`src/rtl/rob_pkg.sv`:
```
`default_nettype none

package rob_pkg;

    // Operand, result and pc width
    localparam int DATA_W = 32;

    // Destination register index width
    localparam int RD_W = 5;

    typedef enum logic [2:0] {
        OP_ADD,
        OP_SUB,
        OP_AND,
        OP_XOR,
        OP_SLL,
        OP_MUL,
        OP_ILLEGAL
    } opcode_t;

    typedef enum logic [1:0] {
        CAUSE_NONE,
        CAUSE_ILLEGAL,
        CAUSE_SHIFT
    } cause_t;

    // Result of one lane operation; multiply keeps the low word
    function automatic logic [DATA_W-1:0] lane_result(
        input opcode_t           op,
        input logic [DATA_W-1:0] a,
        input logic [DATA_W-1:0] b
    );
        logic [2*DATA_W-1:0] product;
        product = a * b;
        case (op)
            OP_ADD:  return a + b;
            OP_SUB:  return a - b;
            OP_AND:  return a & b;
            OP_XOR:  return a ^ b;
            OP_SLL:  return a << b[4:0];
            OP_MUL:  return product[DATA_W-1:0];
            default: return '0;
        endcase
    endfunction

endpackage

`default_nettype wire

```
`src/rtl/lane_req_if.sv`:
```
`timescale 1ns/100ps
`default_nettype none

// Issued operation from dispatch to one execution lane
interface lane_req_if #(
    parameter int TAG_W = 3
) ();

    logic                          valid;
    logic [TAG_W-1:0]              tag;
    rob_pkg::opcode_t              op;
    logic [rob_pkg::DATA_W-1:0]    a;
    logic [rob_pkg::DATA_W-1:0]    b;

    modport src (output valid, output tag, output op, output a, output b);
    modport dst (input valid, input tag, input op, input a, input b);

endinterface

`default_nettype wire

```
`src/rtl/complete_if.sv`:
```
`timescale 1ns/100ps
`default_nettype none

// One lane's completion back to the reorder buffer
interface complete_if #(
    parameter int TAG_W = 3
) ();

    logic                          valid;
    logic [TAG_W-1:0]              tag;
    logic [rob_pkg::DATA_W-1:0]    value;
    rob_pkg::cause_t               cause;

    modport src (output valid, output tag, output value, output cause);
    modport dst (input valid, input tag, input value, input cause);

endinterface

`default_nettype wire

```
`src/rtl/exec_lane.sv`:
```
`timescale 1ns/100ps
`default_nettype none

module exec_lane #(
    parameter int LATENCY = 1,
    parameter int TAG_W   = 3
) (
    input  wire logic clk,
    input  wire logic reset,
    input  wire logic flush,
    lane_req_if.dst   req,
    complete_if.src   cpl
);

    logic                       stage_valid [LATENCY];
    logic [TAG_W-1:0]           stage_tag   [LATENCY];
    logic [rob_pkg::DATA_W-1:0] stage_value [LATENCY];
    rob_pkg::cause_t            stage_cause [LATENCY];

    logic [rob_pkg::DATA_W-1:0] entry_value;
    rob_pkg::cause_t            entry_cause;

    // Result and exception are settled when the op enters the pipe
    assign entry_value = rob_pkg::lane_result(req.op, req.a, req.b);

    always_comb begin
        entry_cause = rob_pkg::CAUSE_NONE;
        if (req.op == rob_pkg::OP_ILLEGAL) begin
            entry_cause = rob_pkg::CAUSE_ILLEGAL;
        end else if (req.op == rob_pkg::OP_SLL && req.b >= rob_pkg::DATA_W) begin
            entry_cause = rob_pkg::CAUSE_SHIFT;
        end
    end

    // Flush empties every stage, including whatever arrives this cycle
    always_ff @(posedge clk) begin
        if (reset || flush) begin
            for (int i = 0; i < LATENCY; i++) begin
                stage_valid[i] <= 1'b0;
            end
        end else begin
            stage_valid[0] <= req.valid;
            for (int i = 1; i < LATENCY; i++) begin
                stage_valid[i] <= stage_valid[i-1];
            end
        end
    end

    always_ff @(posedge clk) begin
        stage_tag[0]   <= req.tag;
        stage_value[0] <= entry_value;
        stage_cause[0] <= entry_cause;
        for (int i = 1; i < LATENCY; i++) begin
            stage_tag[i]   <= stage_tag[i-1];
            stage_value[i] <= stage_value[i-1];
            stage_cause[i] <= stage_cause[i-1];
        end
    end

    assign cpl.valid = stage_valid[LATENCY-1];
    assign cpl.tag   = stage_tag[LATENCY-1];
    assign cpl.value = stage_value[LATENCY-1];
    assign cpl.cause = stage_cause[LATENCY-1];

endmodule

`default_nettype wire

```
`src/flat_wrapper.sv`:
```
// flat-port wrapper written by rule: the top's interface ports become plain ports
module exec_lane_flat 
#(
    parameter int LATENCY = 1,
    parameter int TAG_W   = 3
)
  (clk, reset, flush, req_valid, req_tag, req_op, req_a, req_b, cpl_valid, cpl_tag, cpl_value, cpl_cause);
  lane_req_if #(.TAG_W(TAG_W)) req_i ();
  complete_if #(.TAG_W(TAG_W)) cpl_i ();
  input  wire logic clk;
  input  wire logic reset;
  input  wire logic flush;
  input wire logic [$bits(req_i.valid)-1:0] req_valid;
  input wire logic [$bits(req_i.tag)-1:0] req_tag;
  input wire logic [$bits(req_i.op)-1:0] req_op;
  input wire logic [$bits(req_i.a)-1:0] req_a;
  input wire logic [$bits(req_i.b)-1:0] req_b;
  output wire logic [$bits(cpl_i.valid)-1:0] cpl_valid;
  output wire logic [$bits(cpl_i.tag)-1:0] cpl_tag;
  output wire logic [$bits(cpl_i.value)-1:0] cpl_value;
  output wire logic [$bits(cpl_i.cause)-1:0] cpl_cause;
  assign req_i.valid = req_valid;
  assign req_i.tag = req_tag;
  assign req_i.op = req_op;
  assign req_i.a = req_a;
  assign req_i.b = req_b;
  assign cpl_valid = cpl_i.valid;
  assign cpl_tag = cpl_i.tag;
  assign cpl_value = cpl_i.value;
  assign cpl_cause = cpl_i.cause;
  exec_lane #(.LATENCY(LATENCY), .TAG_W(TAG_W)) u_core (.clk(clk), .reset(reset), .flush(flush), .req(req_i), .cpl(cpl_i));
endmodule
```
`config.mk`:
```
export PLATFORM = sky130hd
export DESIGN_NAME = exec_lane_flat
export DESIGN_NICKNAME = d
export VERILOG_FILES = /design/src/rtl/rob_pkg.sv /design/src/rtl/lane_req_if.sv /design/src/rtl/complete_if.sv /design/src/rtl/exec_lane.sv /design/src/flat_wrapper.sv
export SDC_FILE = /design/constraint.sdc
export NUM_CORES = 2
export LEC_CHECK = 0
export ABC_CLOCK_PERIOD_IN_PS = 17170
export CAP_MARGIN = 15
export CORE_MARGIN = 3
export CORE_UTILIZATION = 59
export CTS_BUF_LIST = sky130_fd_sc_hd__clkbuf_8 sky130_fd_sc_hd__clkbuf_16
export CTS_CLUSTER_DIAMETER = 200
export DETAILED_ROUTE_END_ITERATION = 8
export DONT_BUFFER_PORTS = 1
export MAX_ROUTING_LAYER = met4
export PLACE_DENSITY = 0.85
export SKIP_LAST_GASP = 1
export SLEW_MARGIN = 40
export SYNTH_ARGS = -nofsm -noshare
export SYNTH_HDL_FRONTEND = slang
export SYNTH_SLANG_ARGS = --single-unit
```
`constraint.sdc`:
```
create_clock -name clk -period 17.17 [get_ports clk]
set_clock_uncertainty 0.2 [all_clocks]
set_input_delay 2.5755 -clock clk [delete_from_list [all_inputs] [get_ports clk]]
set_output_delay 2.5755 -clock clk [all_outputs]
set_load 0.005 [all_outputs]
```
## After elaboration in Yosys (flattened, before gate mapping)

Memory sizes are Yosys's and may differ from the RTL's.
Index checks and enable logic that the tools add are counted.

- Bits in registers: 0
- Bits in writable memories: 38
- Bits of input ports: 74
- Output and inout port bits: 38
- Logic and storage cells: 29
- Memories: 4

- $add $sub $neg: 2
- Multipliers: 1
- Magnitude comparators: 1
- Eq/ne operators: 6
- Shift operators: 1
- Multiplexer cells: 8
- Bitwise operators: 2
- Reduce and logical (&&, ||, !) cells: 4

Memory list:

| memory | depth | width | rd ports | clocked after memory_dff | wr ports | line | source |
|---|---|---|---|---|---|---|---|
| u_core.stage_value | 1 | 32 | 1 | 0 | 1 | exec_lane.sv:17 | `logic [rob_pkg::DATA_W-1:0] stage_value [LATENCY];` |
| u_core.stage_tag | 1 | 3 | 1 | 0 | 1 | exec_lane.sv:16 | `logic [TAG_W-1:0] stage_tag [LATENCY];` |
| u_core.stage_cause | 1 | 2 | 1 | 0 | 1 | exec_lane.sv:18 | `rob_pkg::cause_t stage_cause [LATENCY];` |
| u_core.stage_valid | 1 | 1 | 1 | 0 | 1 | exec_lane.sv:15 | `logic stage_valid [LATENCY];` |

Operator list:

| operator | count |
|---|---|
| $pmux 32 s6 | 1 |
| $add 32x32->32 | 1 |
| $and 32x32->32 | 1 |
| $ge 32x6->1 const B | 1 |
| $mul 32x32->32 | 1 |
| $shl 32x5->32 | 1 |
| $sub 32x32->32 | 1 |
| $xor 32x32->32 | 1 |
| $eq 3x3->1 const B | 3 |
| $eq 3x2->1 const B | 2 |
| $mux 1 | 5 |
| $mux 2 | 2 |
| $eq 3x1->1 const B | 1 |
| $logic_not 3->1 | 1 |
| $logic_and 1x1->1 | 1 |
| $logic_or 1x1->1 | 1 |
| $reduce_or 1->1 | 1 |

## Logic depth before layout (Yosys ltp)

- Depth after elaboration: 4
- Mapped depth: 28
- Mapped depth without buffers: 26

## Least setup slack after synthesis

OpenSTA, ideal clock, no wires.

- Kind: input to register
- Start point: in req_b[3]
- End point: mem u_core.stage_value[0][30] in the netlist's numbering
- Library setup time: 0.127 ns
- Data arrival time: 9.630 ns
- Data required time: 16.843 ns
- Slack: 7.213 ns
- Cell stages on the path: 25
- Buffers on the path: 4
- Path through: clkbuf_1 clkbuf_1 clkbuf_1 clkbuf_1 and2_1 fa_1 inv_1 fa_1 fa_1 fa_1 inv_1 fa_1 ha_1 fa_1 fa_1 ha_1 nand2_1 or3_1 o21a_1 o22a_2 o31ai_1 a31o_2 a21oi_2 mux2i_1 or3b_1

- Longest elaborated chain between the ends: 2
- Elaborated cells on any way between the ends: 5
- Classes of those cells: add/sub: 2; mul: 1; shift: 1; mux: 1

RTL lines:

| element | line | source |
|---|---|---|
| from (decl) | flat_wrapper.sv:17 | `input wire logic [$bits(req_i.b)-1:0] req_b;` |
| $mul 32x32->32 (tied with other cells) | rob_pkg.sv:34 | `product = a * b;` |
| $pmux 32 s6 (*) | rob_pkg.sv:35 | `case (op)` |
| net u_core.entry_value, one bit | exec_lane.sv:20 | `logic [rob_pkg::DATA_W-1:0] entry_value;` |
| to (decl) | exec_lane.sv:17 |  |

The timed path passes the listed nets; every way through them passes the cells marked *.

## Worst setup path after layout

- Start point: in req_b[4]
- End point: mem u_core.stage_value[0][31] in the netlist's numbering

The elaborated chain is that of the path after synthesis.

==> out/qor.yml <==
ys_ff_latch: 38
fin_crit_ns: 9.646
cts_tree: "built"
grt_usage_pct: 39.43
post_cts_resized: 0
cts_max_level: 2
synthMuxAreaShare_pct: 3.167
die_y_um: 196.2
fillCellCount: 3046
tns_ns: 0
synth_top_area_share_pct: 38.38
max_slew.worst_pin.slew_ns: 0.8894
grt_start_max_net_pins: 62
path_depth: 23
worst-path-buf-inv: 5
vias_per_cell: 6.387
synth-simple-area-share_pct: 18.49
synthAdderAreaFrac_pct: 49.40
crit_family: "adder cells"
wl_per_cell_um: 25.67
start_util_pct: 59.98
rsz0062_at_grt: "no"
antenna_found_initial: 1
setup_ws_ns: 7.524
final_antenna_net_count: 0
fin_crit_sh_pct: 56.18
hold_class: "input port to flip-flop"
crit_top_cell: "fa_1"
whs_path_depth: 0
drt_iter0_markers: 1885
drv_slew: 0
fmax_mhz: 103.7
synth_area_leaders: "fa_1 (38%), ha_1 (11%), and2_1 (8.4%)"
grt_pass1_vias: 18992
synth_compound_area_share_pct: 10.27
fp.dieW_um: 196.2
cp-end-kind: "flip-flop"
yosys_warnings: 0
critPathLaunch: "req_b[4]"
area_growth_pct: 1.425
dr_total_vias: 17959
synth_xor_area_share_pct: 5.413
async_flop_share_pct: 0
die-area_um2: 38480
synth_area_leader_cell: "fa_1"
utilization_pct: 60.83
cap_viol_max_count: 0
avgSynthCellArea_um2: 8.606
synth_fp_nets: 3150
worstPathRequired_ns: 17.17
ys_dominant_reg_cell: "dfxtp_1"
cp-start-kind: "input port"
cts_buffers: 5
worstPathArrival_ns: 9.65
seqCellArea_um2: 760.7
place_ws_ns: 7.350
path_clk_slew_ns: 0.07
rows: 69
globalRouteOverflowTotal: 0
crit_fanout: 44
setup_violations: 0
syn_area_um2: 21330
status: "complete, no violations"
synth_edf_count: 0
dpl.hpwl_um: 53640
root_buffer: "clkbuf_16"
cts_setup_buffers: 0
numClockSinks: 38
whs_ns: 2.085
hold_violations: 0
crit_end: "u_core.stage_value[0][31]"
postSynthCellCount: 2479
finalNetCount: 3020
path_cells: "inv_1, nor2_1, fa_1, inv_1, fa_1, fa_1, fa_1, inv_1, fa_1, inv_1, fa_1, inv_1, fa_1, fa_1, ha_1, a21o_1, a21oi_1, o211ai_1, o2111ai_1, a21oi_1, a211oi_1, xnor2_1, a221o_1"
synth_top_family_by_area: "adder cells"
synth_top_cells_by_count: "fa_1 (409), inv_1 (403), nand2_1 (291), and2_1 (288), ha_1 (188)"
grt_pass1_wl_um: 111800
coreArea_um2: 35570
wirelength_um: 72190
place_congestion: 1.062
drc: 0
synth_most_common_cell: "fa_1"
multi_input_area_um2: 18530
critPathMaxStageDelay_ns: 0.55
ios: 112
relSlewSlack_pct: 40.08
slowest_stage: "fa_1"
clockBufferDepth: 2
synth_cell_types: 81
drive_gt1_share_pct: 2.553
ctsHoldBuffers: 0
port_buffers: 0
dr.pass1.iters: 6
setup.worst_path.class: "input port to flip-flop"
synth.yosys.seq_area_share_pct: 3.566
-- registers in the layout (all words and copies together) (netlist names) --
register            flops
u_core.stage_valid      1
u_core.stage_value     32
u_core.stage_tag        3
u_core.stage_cause      2
-- kinds of logic after synthesis --
family / Yosys count
AND/OR/NAND/NOR: 784
AO/OA/AOI/OAI: 327
adder cells (fa/ha/maj): 597
multiplexers: 53
buffers and inverters: 549
flip-flops: 38
XOR/XNOR: 131
-- worst min-delay path by stage --
| stage | startpoint | to | slack [ns] |
|---|---|---|---|
| after CTS | req_tag[1] | u_core.stage_tag[0][1] | 2.08 |
| after global placement | req_tag[0] | u_core.stage_tag[0][0] | 2.40 |
| after floorplan | req_tag[0] | u_core.stage_tag[0][0] | 2.40 |
| after detailed placement | req_tag[1] | u_core.stage_tag[0][1] | 2.40 |
| final | req_tag[1] | u_core.stage_tag[0][1] | 2.08 |
| after global routing | req_tag[0] | u_core.stage_tag[0][0] | 2.08 |
-- cell usage in the layout (no fill, tap or decap), types with 4 or more instances in the layout --
master,instances
a221oi_1,12
nor3b_1,6
o22ai_1,11
nand3_1,8
dfxtp_1,38
nor3_1,14
inv_1,403
nand2_1,291
a21o_1,39
xnor2_1,83
nor2b_1,10
clkbuf_16,5
a21oi_1,71
mux2i_1,36
nand2b_1,24
a222oi_1,7
o21ai_0,76
a221o_1,4
a211oi_1,9
nand4_1,4
a31oi_1,19
nor2_1,100
o211ai_1,8
fa_1,409
o21bai_1,4
or3_1,5
xor2_1,47
o31ai_1,4
o221ai_1,6
o21a_1,10
and3_1,11
mux4_2,11
mux2_2,6
buf_4,7
ha_1,188
and2_1,288
-- through the flow --
step,area (um2),std cells
2_1_floorplan,21330,2479
3_3_place_gp,21420,2803
3_5_place_dp,21420,2803
4_1_cts,21620,2811
5_1_grt,21640,2812
6_report,21640,2812
-- layout make-up --
class	count	share of cell area, %
clock inverters	2	0.2776
multi-input cells	1892	85.62
flip-flops and latches	38	3.516
well taps	461	2.666
inverters	405	7.026
clock buffers	6	0.6418
repair buffers	7	0.2429
diodes	1	0.01156
-- per-layer routing --
metal / part of all wire [%] / global-route usage [%] / wire, um / vias to the layer above
met1: 37 / 50.55 / 27030 / 9023
met2: 45 / 59.89 / 32570 / 1173
met5: 0 / - / 0 / -
met4: 6.0 / 18.64 / 4332 / 0
met3: 11 / 8.827 / 8259 / 251
li1: - / - / - / 7512
Power is left out: the tool's default activity adds up to more than one toggle a clock period on the data nets, which glitch-free logic cannot reach.
